`src/cop_settings.svh`:
```
// Coprocessor subsystem settings for queue sizing and instruction encodings
`ifndef COP_SETTINGS_SVH
`define COP_SETTINGS_SVH

// ======================================================================
// Command queue
// ======================================================================

// Number of ESC commands buffered between CPU and FPU
`define COP_QUEUE_DEPTH 4

// ======================================================================
// Instruction encodings
// ======================================================================

// FWAIT opcode, stalls the CPU until the FPU is idle
`define OPC_FWAIT 8'h9B

// Top five opcode bits shared by ESC D8..DF
`define ESC_PREFIX 5'b11011

`endif

```
`src/cop_pkg.sv`:
```
// Coprocessor package with bus width types and state machine encodings
`default_nettype none

package cop_pkg;

    // ==================================================================
    // Width types
    // ==================================================================

    // Instruction opcode byte
    typedef logic [7:0] opcode_t;
    // ModR/M byte, mod field in bits 7:6
    typedef logic [7:0] modrm_t;
    // 20-bit physical address
    typedef logic [19:0] addr_t;
    // Memory data word, also the accumulator
    typedef logic [15:0] word_t;

    // ==================================================================
    // State machines
    // ==================================================================

    // CPU-side dispatcher
    typedef enum logic [2:0] {
        DISP_IDLE,
        DISP_DECODE,
        DISP_DISPATCH,
        DISP_WAIT_FPU,
        DISP_COMPLETE
    } dispatch_state_t;

    // FPU execution unit
    typedef enum logic [1:0] {
        EXEC_IDLE,
        EXEC_DECODE,
        EXEC_MEM_ACCESS,
        EXEC_RETIRE
    } exec_state_t;

    // Operation field from opcode bits 2:0, 5..7 fold into OP_BAD
    typedef enum logic [2:0] {
        OP_LOAD  = 3'd0,
        OP_ADD   = 3'd1,
        OP_SUB   = 3'd2,
        OP_STORE = 3'd3,
        OP_CLEAR = 3'd4,
        OP_BAD   = 3'd5
    } fpu_op_t;

endpackage

`default_nettype wire

```
`src/esc_dispatcher.sv`:
```
// ESC dispatcher that decodes CPU instructions, queues ESC commands and handles FWAIT
`timescale 1ns/1ps
`default_nettype none

`include "cop_settings.svh"

module esc_dispatcher (
    input  wire logic             clk,
    input  wire logic             reset,

    // Instruction port
    input  wire cop_pkg::opcode_t instruction_opcode,
    input  wire cop_pkg::modrm_t  instruction_modrm,
    input  wire cop_pkg::addr_t   instruction_addr,
    input  wire logic             instruction_valid,
    output logic                  instruction_ack,

    // Command queue push side
    output logic                  push,
    output cop_pkg::opcode_t      push_opcode,
    output cop_pkg::modrm_t       push_modrm,
    output cop_pkg::addr_t        push_addr,
    input  wire logic             full,

    // Queue empty and FPU not busy
    input  wire logic             queue_idle
);

    import cop_pkg::*;

    // ==================================================================
    // Instruction buffer and decode
    // ==================================================================

    dispatch_state_t state;
    dispatch_state_t next_state;

    opcode_t cur_opcode;
    modrm_t  cur_modrm;
    addr_t   cur_addr;

    logic is_esc;
    logic is_fwait;

    // ESC range D8..DF
    assign is_esc   = (cur_opcode[7:3] == `ESC_PREFIX);
    assign is_fwait = (cur_opcode == `OPC_FWAIT);

    // Capture on acceptance in IDLE
    always_ff @(posedge clk) begin
        if (state == DISP_IDLE && instruction_valid) begin
            cur_opcode <= instruction_opcode;
            cur_modrm  <= instruction_modrm;
            cur_addr   <= instruction_addr;
        end
    end

    // ==================================================================
    // Control state machine
    // ==================================================================

    always_ff @(posedge clk) begin
        if (reset) begin
            state <= DISP_IDLE;
        end else begin
            state <= next_state;
        end
    end

    always_comb begin
        next_state = state;
        case (state)
            DISP_IDLE: begin
                if (instruction_valid) begin
                    next_state = DISP_DECODE;
                end
            end
            DISP_DECODE: begin
                // ESC to queue, FWAIT to poll, all else completes
                if (is_esc) begin
                    next_state = DISP_DISPATCH;
                end else if (is_fwait) begin
                    next_state = DISP_WAIT_FPU;
                end else begin
                    next_state = DISP_COMPLETE;
                end
            end
            DISP_DISPATCH: begin
                // Hold here while the queue is full
                if (!full) begin
                    next_state = DISP_COMPLETE;
                end
            end
            DISP_WAIT_FPU: begin
                if (queue_idle) begin
                    next_state = DISP_COMPLETE;
                end
            end
            DISP_COMPLETE: begin
                next_state = DISP_IDLE;
            end
            default: begin
                next_state = DISP_IDLE;
            end
        endcase
    end

    // ==================================================================
    // Outputs
    // ==================================================================

    // One push per ESC, only with room in the queue
    assign push        = (state == DISP_DISPATCH) && !full;
    assign push_opcode = cur_opcode;
    assign push_modrm  = cur_modrm;
    assign push_addr   = cur_addr;

    // Single-cycle ack
    assign instruction_ack = (state == DISP_COMPLETE);

endmodule

`default_nettype wire

```
`src/cop_cmd_queue.sv`:
```
// Coprocessor command FIFO between the CPU dispatcher and the FPU execution unit
`timescale 1ns/1ps
`default_nettype none

`include "cop_settings.svh"

module cop_cmd_queue #(
    parameter int DEPTH = `COP_QUEUE_DEPTH
) (
    input  wire logic             clk,
    input  wire logic             reset,

    // Push side from dispatcher
    input  wire logic             push,
    input  wire cop_pkg::opcode_t push_opcode,
    input  wire cop_pkg::modrm_t  push_modrm,
    input  wire cop_pkg::addr_t   push_addr,
    output logic                  full,

    // Head of queue to execution unit
    output cop_pkg::opcode_t      head_opcode,
    output cop_pkg::modrm_t       head_modrm,
    output cop_pkg::addr_t        head_addr,
    output logic                  empty,
    input  wire logic             pop,

    // Combined idle status
    input  wire logic             fpu_busy,
    output logic                  queue_idle
);

    import cop_pkg::*;

    localparam int PTR_W = (DEPTH > 1) ? $clog2(DEPTH) : 1;
    localparam int CNT_W = $clog2(DEPTH + 1);

    // Command storage
    opcode_t opcode_mem [DEPTH];
    modrm_t  modrm_mem  [DEPTH];
    addr_t   addr_mem   [DEPTH];

    logic [PTR_W-1:0] wr_ptr;
    logic [PTR_W-1:0] rd_ptr;
    logic [CNT_W-1:0] count;

    logic do_push;
    logic do_pop;

    // Wrap at DEPTH, works for any depth
    function automatic logic [PTR_W-1:0] next_ptr(input logic [PTR_W-1:0] ptr);
        if (ptr == PTR_W'(DEPTH - 1)) begin
            return '0;
        end
        return ptr + 1'b1;
    endfunction

    assign do_push = push && !full;
    assign do_pop  = pop && !empty;

    // ==================================================================
    // Pointers and occupancy
    // ==================================================================

    always_ff @(posedge clk) begin
        if (reset) begin
            wr_ptr <= '0;
            rd_ptr <= '0;
            count  <= '0;
        end else begin
            if (do_push) begin
                wr_ptr <= next_ptr(wr_ptr);
            end
            if (do_pop) begin
                rd_ptr <= next_ptr(rd_ptr);
            end
            // Push and pop together leave count unchanged
            case ({do_push, do_pop})
                2'b10:   count <= count + 1'b1;
                2'b01:   count <= count - 1'b1;
                default: count <= count;
            endcase
        end
    end

    // Write slot, visible at head one cycle later
    always_ff @(posedge clk) begin
        if (do_push) begin
            opcode_mem[wr_ptr] <= push_opcode;
            modrm_mem[wr_ptr]  <= push_modrm;
            addr_mem[wr_ptr]   <= push_addr;
        end
    end

    assign full  = (count == CNT_W'(DEPTH));
    assign empty = (count == '0);

    assign head_opcode = opcode_mem[rd_ptr];
    assign head_modrm  = modrm_mem[rd_ptr];
    assign head_addr   = addr_mem[rd_ptr];

    // Nothing queued and nothing executing
    assign queue_idle = empty && !fpu_busy;

endmodule

`default_nettype wire

```
`src/fpu_exec_unit.sv`:
```
// FPU execution unit that pops commands, runs bus cycles and keeps the accumulator
`timescale 1ns/1ps
`default_nettype none

module fpu_exec_unit (
    input  wire logic             clk,
    input  wire logic             reset,

    // Queue head
    input  wire cop_pkg::opcode_t head_opcode,
    input  wire cop_pkg::modrm_t  head_modrm,
    input  wire cop_pkg::addr_t   head_addr,
    input  wire logic             empty,
    output logic                  pop,

    // Status
    output logic                  fpu_busy,
    output logic                  fpu_error,

    // Memory bus
    output cop_pkg::addr_t        mem_addr,
    output cop_pkg::word_t        mem_wdata,
    input  wire cop_pkg::word_t   mem_rdata,
    output logic                  mem_access,
    output logic                  mem_wr_en,
    input  wire logic             mem_ack
);

    import cop_pkg::*;

    exec_state_t state;
    exec_state_t next_state;

    // Current command fields
    logic [2:0] cmd_op_bits;
    logic [1:0] cmd_mod;
    addr_t      cmd_addr;

    word_t   rdata_q;
    word_t   acc;
    fpu_op_t cmd_op;
    logic    is_mem_op;
    logic    reg_form;
    logic    mem_valid;

    // ==================================================================
    // Command decode
    // ==================================================================

    always_comb begin
        case (cmd_op_bits)
            3'd0:    cmd_op = OP_LOAD;
            3'd1:    cmd_op = OP_ADD;
            3'd2:    cmd_op = OP_SUB;
            3'd3:    cmd_op = OP_STORE;
            3'd4:    cmd_op = OP_CLEAR;
            default: cmd_op = OP_BAD;
        endcase
    end

    assign is_mem_op = (cmd_op inside {OP_LOAD, OP_ADD, OP_SUB, OP_STORE});
    // mod == 3 is register form, no bus cycle
    assign reg_form  = (cmd_mod == 2'b11);
    assign mem_valid = is_mem_op && !reg_form;

    // Take the head while idle
    assign pop = (state == EXEC_IDLE) && !empty;

    always_ff @(posedge clk) begin
        if (pop) begin
            cmd_op_bits <= head_opcode[2:0];
            cmd_mod     <= head_modrm[7:6];
            cmd_addr    <= head_addr;
        end
    end

    // ==================================================================
    // Execution state machine
    // ==================================================================

    always_ff @(posedge clk) begin
        if (reset) begin
            state <= EXEC_IDLE;
        end else begin
            state <= next_state;
        end
    end

    always_comb begin
        next_state = state;
        case (state)
            EXEC_IDLE:       if (!empty) next_state = EXEC_DECODE;
            EXEC_DECODE:     next_state = mem_valid ? EXEC_MEM_ACCESS : EXEC_RETIRE;
            // Stall until the bus answers
            EXEC_MEM_ACCESS: if (mem_ack) next_state = EXEC_RETIRE;
            default:         next_state = EXEC_IDLE;
        endcase
    end

    // Read data held for retire
    always_ff @(posedge clk) begin
        if (state == EXEC_MEM_ACCESS && mem_ack) begin
            rdata_q <= mem_rdata;
        end
    end

    // ==================================================================
    // Retire, accumulator and sticky error
    // ==================================================================

    always_ff @(posedge clk) begin
        if (reset) begin
            acc       <= '0;
            fpu_error <= 1'b0;
        end else if (state == EXEC_RETIRE) begin
            case (cmd_op)
                OP_LOAD:  if (!reg_form) acc <= rdata_q;
                OP_ADD:   if (!reg_form) acc <= acc + rdata_q;
                OP_SUB:   if (!reg_form) acc <= acc - rdata_q;
                OP_CLEAR: begin
                    acc       <= '0;
                    fpu_error <= 1'b0;
                end
                OP_BAD:   fpu_error <= 1'b1;
                default:  acc <= acc;
            endcase
            // Register-form memory op is an error
            if (is_mem_op && reg_form) begin
                fpu_error <= 1'b1;
            end
        end
    end

    // Bus signals held for the whole access
    assign mem_access = (state == EXEC_MEM_ACCESS);
    assign mem_wr_en  = mem_access && (cmd_op == OP_STORE);
    assign mem_addr   = cmd_addr;
    assign mem_wdata  = acc;

    assign fpu_busy = (state != EXEC_IDLE);

endmodule

`default_nettype wire

```
`src/cpu_fpu_system.sv`:
```
// CPU and FPU coprocessor subsystem top with dispatcher, command queue and FPU
`timescale 1ns/1ps
`default_nettype none

`include "cop_settings.svh"

module cpu_fpu_system (
    input  wire logic             clk,
    input  wire logic             reset,

    // Instruction port
    input  wire cop_pkg::opcode_t instruction_opcode,
    input  wire cop_pkg::modrm_t  instruction_modrm,
    input  wire cop_pkg::addr_t   instruction_addr,
    input  wire logic             instruction_valid,
    output logic                  instruction_ack,

    // Memory port, FPU is the only master
    output cop_pkg::addr_t        mem_addr,
    output cop_pkg::word_t        mem_wdata,
    input  wire cop_pkg::word_t   mem_rdata,
    output logic                  mem_access,
    output logic                  mem_wr_en,
    input  wire logic             mem_ack,

    // Status
    output logic                  system_busy,
    output logic                  fpu_interrupt
);

    import cop_pkg::*;

    // ==================================================================
    // Internal connections
    // ==================================================================

    // Dispatcher to queue
    logic    push;
    opcode_t push_opcode;
    modrm_t  push_modrm;
    addr_t   push_addr;
    logic    full;

    // Queue to FPU
    opcode_t head_opcode;
    modrm_t  head_modrm;
    addr_t   head_addr;
    logic    empty;
    logic    pop;

    // Status
    logic fpu_busy;
    logic fpu_error;
    logic queue_idle;

    esc_dispatcher dispatcher_i (
        .clk                (clk),
        .reset              (reset),
        .instruction_opcode (instruction_opcode),
        .instruction_modrm  (instruction_modrm),
        .instruction_addr   (instruction_addr),
        .instruction_valid  (instruction_valid),
        .instruction_ack    (instruction_ack),
        .push               (push),
        .push_opcode        (push_opcode),
        .push_modrm         (push_modrm),
        .push_addr          (push_addr),
        .full               (full),
        .queue_idle         (queue_idle)
    );

    cop_cmd_queue #(
        .DEPTH (`COP_QUEUE_DEPTH)
    ) queue_i (
        .clk         (clk),
        .reset       (reset),
        .push        (push),
        .push_opcode (push_opcode),
        .push_modrm  (push_modrm),
        .push_addr   (push_addr),
        .full        (full),
        .head_opcode (head_opcode),
        .head_modrm  (head_modrm),
        .head_addr   (head_addr),
        .empty       (empty),
        .pop         (pop),
        .fpu_busy    (fpu_busy),
        .queue_idle  (queue_idle)
    );

    fpu_exec_unit fpu_i (
        .clk         (clk),
        .reset       (reset),
        .head_opcode (head_opcode),
        .head_modrm  (head_modrm),
        .head_addr   (head_addr),
        .empty       (empty),
        .pop         (pop),
        .fpu_busy    (fpu_busy),
        .fpu_error   (fpu_error),
        .mem_addr    (mem_addr),
        .mem_wdata   (mem_wdata),
        .mem_rdata   (mem_rdata),
        .mem_access  (mem_access),
        .mem_wr_en   (mem_wr_en),
        .mem_ack     (mem_ack)
    );

    // Busy while anything is queued or executing
    assign system_busy   = !queue_idle;
    assign fpu_interrupt = fpu_error;

endmodule

`default_nettype wire

```
`config.mk`:
```
export PLATFORM = sky130hd
export DESIGN_NAME = cpu_fpu_system
export DESIGN_NICKNAME = d
export VERILOG_FILES = /design/src/cop_pkg.sv /design/src/esc_dispatcher.sv /design/src/cop_cmd_queue.sv /design/src/fpu_exec_unit.sv /design/src/cpu_fpu_system.sv
export VERILOG_INCLUDE_DIRS = /design/src
export SDC_FILE = /design/constraint.sdc
export NUM_CORES = 1
export LEC_CHECK = 0
export ABC_AREA = 1
export BUFFER_PORTS_ARGS = -buffer_cell sky130_fd_sc_hd__clkbuf_2
export CORE_MARGIN = 3
export CORE_UTILIZATION = 35
export DETAILED_ROUTE_END_ITERATION = 8
export SLEW_MARGIN = 20
export SYNTH_ARGS = -nofsm -noshare
export SYNTH_HDL_FRONTEND = slang
export SYNTH_SLANG_ARGS = --single-unit
```
`constraint.sdc`:
```
create_clock -name clk -period 4.11 [get_ports clk]
set_clock_uncertainty 0.15 [all_clocks]
set_input_delay 0.411 -clock clk [delete_from_list [all_inputs] [get_ports clk]]
set_output_delay 0.411 -clock clk [all_outputs]
set_load 0.03 [all_outputs]
```
-- After elaboration in Yosys (flattened, before gate mapping)
Memory sizes are Yosys's and may differ from the RTL's. A register that Yosys moved wholly into a read port is not among the register bits.
Cells that the tools add are included.
- $add $sub $neg: 6
- reductions and logical operators: 29
- equal/unequal tests: 32
- muxes and demuxes: 30
- operator list (kind ; number):
    one-hot mux 16 bit (4 select lines) ; 1
    2-to-1 mux 16 bit ; 3
    == test 3 x 2 -> 1 bit, second input constant ; 6
    adder 16 bit ; 1
    inequality test 2 bit, second input constant ; 8
    subtractor 16 bit ; 1
    == test 3 bit, second input constant ; 5
    2-to-1 mux 3 bit ; 5
    one-hot mux 3 bit (5 select lines) ; 1
    == test 2 bit, second input constant ; 6
    logical NOT 3 bit ; 4
    2-to-1 mux 2 bit ; 6
    one-hot mux 3 bit (4 select lines) ; 1
    logical AND 1 bit ; 10
    2-to-1 mux 1 bit ; 10
    == test 3 x 1 -> 1 bit, second input constant ; 3
    == test 8 bit, second input constant ; 1
    nonzero test 4 bit ; 2
    one-hot mux 2 bit (3 select lines) ; 1
    one-hot mux 3 bit (2 select lines) ; 1
    == test 5 bit, second input constant ; 1
    logical NOT 1 bit ; 5
    AND reduction 5 bit ; 1
    adder 2 x 1 -> 2 bit, second input constant ; 2
    other kinds (9) ; 12
- RAM bits: 144
- logic and storage cells: 111
- flip-flop bits (word level): 81
- memories: 3
- bits of input ports: 56
- memory list (memory ; depth ; bits a word ; read ports ; clocked after memory_dff ; wr ports ; RTL line ; source):
    queue_i.addr_mem ; 4 ; 20 ; 1 ; 1 ; 1 ; cop_cmd_queue.sv:40 ; addr_t addr_mem [DEPTH];
    queue_i.modrm_mem ; 4 ; 8 ; 1 ; 1 ; 1 ; cop_cmd_queue.sv:39 ; modrm_t modrm_mem [DEPTH];
    queue_i.opcode_mem ; 4 ; 8 ; 1 ; 1 ; 1 ; cop_cmd_queue.sv:38 ; opcode_t opcode_mem [DEPTH];

-- Depth between registers and ports, before layout
- depth after elaboration: 7
- gate-level depth with buffers: 22
- gate-level depth less buffers: 22

-- Hierarchy
A second synthesis with hierarchy kept.
- cells, all modules: 921
- area total of the unflattened synthesis: 10760.3 sq um
- modules (own cells, without submodules) (module ; instances ; cells an instance ; area each (sq um) ; sequential area each (sq um)):
    cop_cmd_queue ; 1 ; 421 ; 5883.1 ; 4504.3
    fpu_exec_unit ; 1 ; 414 ; 3528.4 ; 1611.5
    esc_dispatcher ; 1 ; 85 ; 1345.0 ; 1141.1
    cpu_fpu_system ; 1 ; 1 ; 3.8 ; 0.0

-- Worst setup path before layout
No wires, ideal clock.
- path kind: register to register
- start point: register dispatcher_i.state[0]
- end point: register dispatcher_i.cur_addr[0], in the netlist dispatcher_i.push_addr[0] (enable)
- arrival: 3.435 ns
- slack: 0.032 ns
- stages on the path, launching flop included: 3
- path through: dfxtp_1 > clkbuf_1 > nor4_1
- longest elaborated chain between the ends: 2
- RTL lines (item ; RTL line ; source):
    from (decl) ; esc_dispatcher.sv:35 ; dispatch_state_t state;
    from (signal assigned) ; esc_dispatcher.sv:66 ; state <= next_state;
    logical NOT 3 bit ; esc_dispatcher.sv:51 ; if (state == DISP_IDLE && instruction_valid) begin
    logical AND 1 bit ; esc_dispatcher.sv:51 ;
    to (signal assigned) ; esc_dispatcher.sv:54 ; cur_addr <= instruction_addr;
    to (decl) ; esc_dispatcher.sv:40 ; addr_t cur_addr;
Every way passes these cells.
A chain may end at the register's enable or synchronous reset.

-- Final worst setup path
- start point: register fpu_i.rdata_q[1]
- end point: register fpu_i.acc[15], in the netlist fpu_i.mem_wdata[15]
- longest elaborated chain between the ends: 3
- elaborated cells on any way between the ends: 5
- classes of those cells: add/sub (2); mux (3)
- RTL lines (item ; RTL line ; source):
    from (decl) ; fpu_exec_unit.sv:39 ; word_t rdata_q;
    from (signal assigned) ; fpu_exec_unit.sv:103 ; rdata_q <= mem_rdata;
    subtractor 16 bit or adder 16 bit (tied branches) ; fpu_exec_unit.sv:119, fpu_exec_unit.sv:118 ;
    2-to-1 mux 16 bit (on tied branches) ; fpu_exec_unit.sv:119, fpu_exec_unit.sv:118 ;
    one-hot mux 16 bit (4 select lines) * ; fpu_exec_unit.sv:116 ; case (cmd_op)
    to (signal assigned) ; fpu_exec_unit.sv:117 ; OP_LOAD: if (!reg_form) acc <= rdata_q;
    to (signal assigned) ; fpu_exec_unit.sv:118 ; OP_ADD: if (!reg_form) acc <= acc + rdata_q;
    to (signal assigned) ; fpu_exec_unit.sv:119 ; OP_SUB: if (!reg_form) acc <= acc - rdata_q;
    to (decl) ; fpu_exec_unit.sv:40 ; word_t acc;
Mark *: on every way between the ends. The rest lies on a longest branch, timed or not. The select of a mux whose other input is x is not followed.

==> results.cfg <==
[global_routing]
antenna_found_initial = 0
grt_overflow = 0
grt_max_degree = 53
grt_pass1_wl_mm = 29.9
grt_pass1_vias = 5826
grt.total_usage_pct = 14.4

[final_layout]
drive_gt1_share_pct = 21.2
postLayoutCellArea_sq_um = 10600
final_cells = 1219
synthToLayoutAreaGrowth_pct = 21.5
multi_input_area_sq_um = 2620
nNetsFinal = 966
regArea_sq_um = 5720
n_antenna_cell = 0
fillers = 2242

[logic_synthesis]
yosysWarnings = 0
synth_fp_nets = 832
syn_area_sq_um = 8680
synth_seq_cells = 200
synth.distinct_cells = 46
synth_edf_count = 171
ys.flop_type = edfxtp_1
synthCells = 748
synth-seq-area-share_pct = 65.8
synthArstFlopShare_pct = 0
avgSynthCellArea_sq_um = 11.6

[timing]
layout_min_cycle_time_ns = 2.85
setup_violations = 0
setup_tns_ns = 0
setup_ws_ns = 1.26
worst_slew_pin_slew_ns = 0.889
rsz0062_at_grt = false
hold_violations = 0
drv_slew = 0
fin_crit_sh_pct = 69.4
fmax_mhz = 350
maxSlewHeadroom_pct = 40.7

[floorplanning]
io_pins = 97
die_area_sq_um = 26700
dieWidth_um = 164
fp-row-count = 57
fp.dieH_um = 164
core_sq_um = 24300
start_util_pct = 35.7

[placement]
dp.final_hpwl_mm = 11.6
globalplace.congestion = 0.839
port_buffers = 90
place_area_sq_um = 9520
dp_cells = 1149
post-place-ws_ns = 1.27

[drt]
drt_pass1_iterations = 4
drtIter0Drc = 321
detailroute.via_count = 5818
post_drt_wl_per_cell_um = 15.4
route.detailed.drc = 0
wirelength_mm = 18.7
ant_nets = 0
avgViaCountPerCell = 4.77

[setup_path]
startpoint_type = flip-flop
required_ns = 4.33
worstPathArrival_ns = 3.08
crit_type = flip-flop to flip-flop
path_max_fanout = 5
end_kind = flip-flop

[min_path]
hold_class = input pin to flip-flop

[clock_tree]
cts_resized = 0
root_buffer = clkbuf_16
cts_tree = built
clkTransAtPathRegs_ns = 0.08
cts_buffers = 17
cts_max_level = 4
clk_path_buf_depth = 2
post_cts_buffers = 0
clock_sinks = 200
clock_latency_ns = 0.44

[power]
cellPowerDensity_nw_per_um2 = 447
ir_worst_vdd_v = 0.000230
p_leak_uw = 0.00403
power_uw = 4720

[outcome]
status = completed

[flow_run]
cap_violations = 0
[flip-flops by register name, indices dropped and copies added (netlist names), 3 cells and up]
register / count
fpu_i.mem_wdata: 16
dispatcher_i.state: 3
queue_i.addr_mem: 80
fpu_i.cmd_op_bits: 3
fpu_i.mem_addr: 20
queue_i.opcode_mem: 12
queue_i.count: 3
dispatcher_i.push_addr: 20
dispatcher_i.push_opcode: 8
queue_i.modrm_mem: 8
fpu_i.rdata_q: 16
[what timing repair did]
action,in CTS,in global routing
endpoints found under the hold margin,36,2
hold buffers,36,2
endpoints found under the setup margin,0,0
[cell families (layout without fill, tap and decap cells)]
family / count (synthesis) / count (layout) / synth area share, %
AND/OR/NAND/NOR: 237 / 237 / 12.2
adder cells (fa/ha/maj): 28 / 28 / 4.21
buffers and inverters: 87 / 234 / 4.16
flip-flops: 200 / 200 / 65.8
AO/OA/AOI/OAI: 182 / 182 / 12.2
XOR/XNOR: 14 / 14 / 1.41
[area by class of cell]
cell class / instances / share of cell area [%]
flip-flops and latches: 200 / 54.2
multi-input cells: 461 / 24.9
repair buffers: 138 / 8.59
clock buffers: 17 / 4.03
clock inverters: 15 / 2.15
well taps: 324 / 3.84
inverters: 64 / 2.35
[metal layers]
layer  wire length, um  share of wire, %  vias to the layer above  track usage, %
met1              8510                45                     2752            18.8
met5                 0                 0                        -               0
li1                  -                 -                     2927               -
met2              9210                49                      116            24.2
met4               270               1.4                        0            4.73
met3               763               4.1                       23            2.97
[metrics by stage]
stage	hold slack, ns	util (%)
floorplan	0.309	-
global placement	0.326	39.1
detailed placement	0.333	39.1
CTS	0.00116	43.3
global route	0.00607	43.4
finish	0.0126	43.4
[cell usage in the layout, fill, tap and decap left out, types with 17 or more instances in the layout]
master	netlist	final
a21oi_1	41	41
a21oi_2	19	19
clkbuf_16	0	17
clkbuf_2	0	90
dfxtp_1	29	28
dlygate4sd3_1	0	38
edfxtp_1	171	171
ha_1	26	26
inv_1	58	58
nand2_1	81	81
nand3_1	26	26
nor2_1	88	84
o21ai_0	73	73
o22ai_1	26	26
[critical path: stages (launching register included)]
cell	delay (ns)
edfxtp_1	0.46
inv_1	0.11
ha_1	0.16
nand2_1	0.09
nor2_1	0.11
nand2_1	0.07
nand2_2	0.09
nand2_2	0.08
xor2_1	0.13
inv_1	0.06
ha_1	0.34
a21oi_1	0.31
nand2_1	0.09
nand2_1	0.06
nand2_1	0.04
inv_1	0.04
nand2_1	0.10
nand2_1	0.09
nand3_1	0.08
a21oi_1	0.14
[synthesized netlist by cell type (3+ instances only)]
master / instances / area share [%]
edfxtp_1: 171 / 59
or2_2: 7 / 0.50
nor2_1: 88 / 3.8
nand2_1: 81 / 3.5
clkbuf_1: 17 / 0.73
dfxtp_1: 29 / 6.7
inv_2: 3 / 0.13
nand4_1: 6 / 0.43
o21ai_2: 3 / 0.30
a21oi_1: 41 / 2.4
nor2_4: 3 / 0.39
xor2_1: 7 / 0.71
o22ai_1: 26 / 1.9
nand2_2: 8 / 0.58
inv_4: 3 / 0.22
a21oi_2: 19 / 1.9
nand3_1: 26 / 1.5
ha_1: 26 / 3.7
xnor2_1: 7 / 0.71
o21ai_1: 9 / 0.52
nor3_1: 7 / 0.40
inv_1: 58 / 2.5
o21ai_0: 73 / 4.2
[worst paths after layout]
| path | startpoint | to | slack [ns] | depth (start not counted) |
|---|---|---|---|---|
| max reg2reg | fpu_i.rdata_q[1] | fpu_i.mem_wdata[15] | 1.26 | 19 |
| min | mem_rdata[2] | fpu_i.rdata_q[2] | 0.01 | 1 |
| max | fpu_i.rdata_q[1] | fpu_i.mem_wdata[15] | 1.26 | 19 |
| min reg2reg | dispatcher_i.push_addr[0] | queue_i.addr_mem[0][0] | 0.35 | 0 |
[power by group]
group / total [uW] / internal, uW / switching (uW)
Sequential: 2370 / 2310 / 63.4
Clock: 1810 / 877 / 930
Combinational: 541 / 189 / 352
Total: 4720 / 3370 / 1340
(Power assumes the default switching activity.)
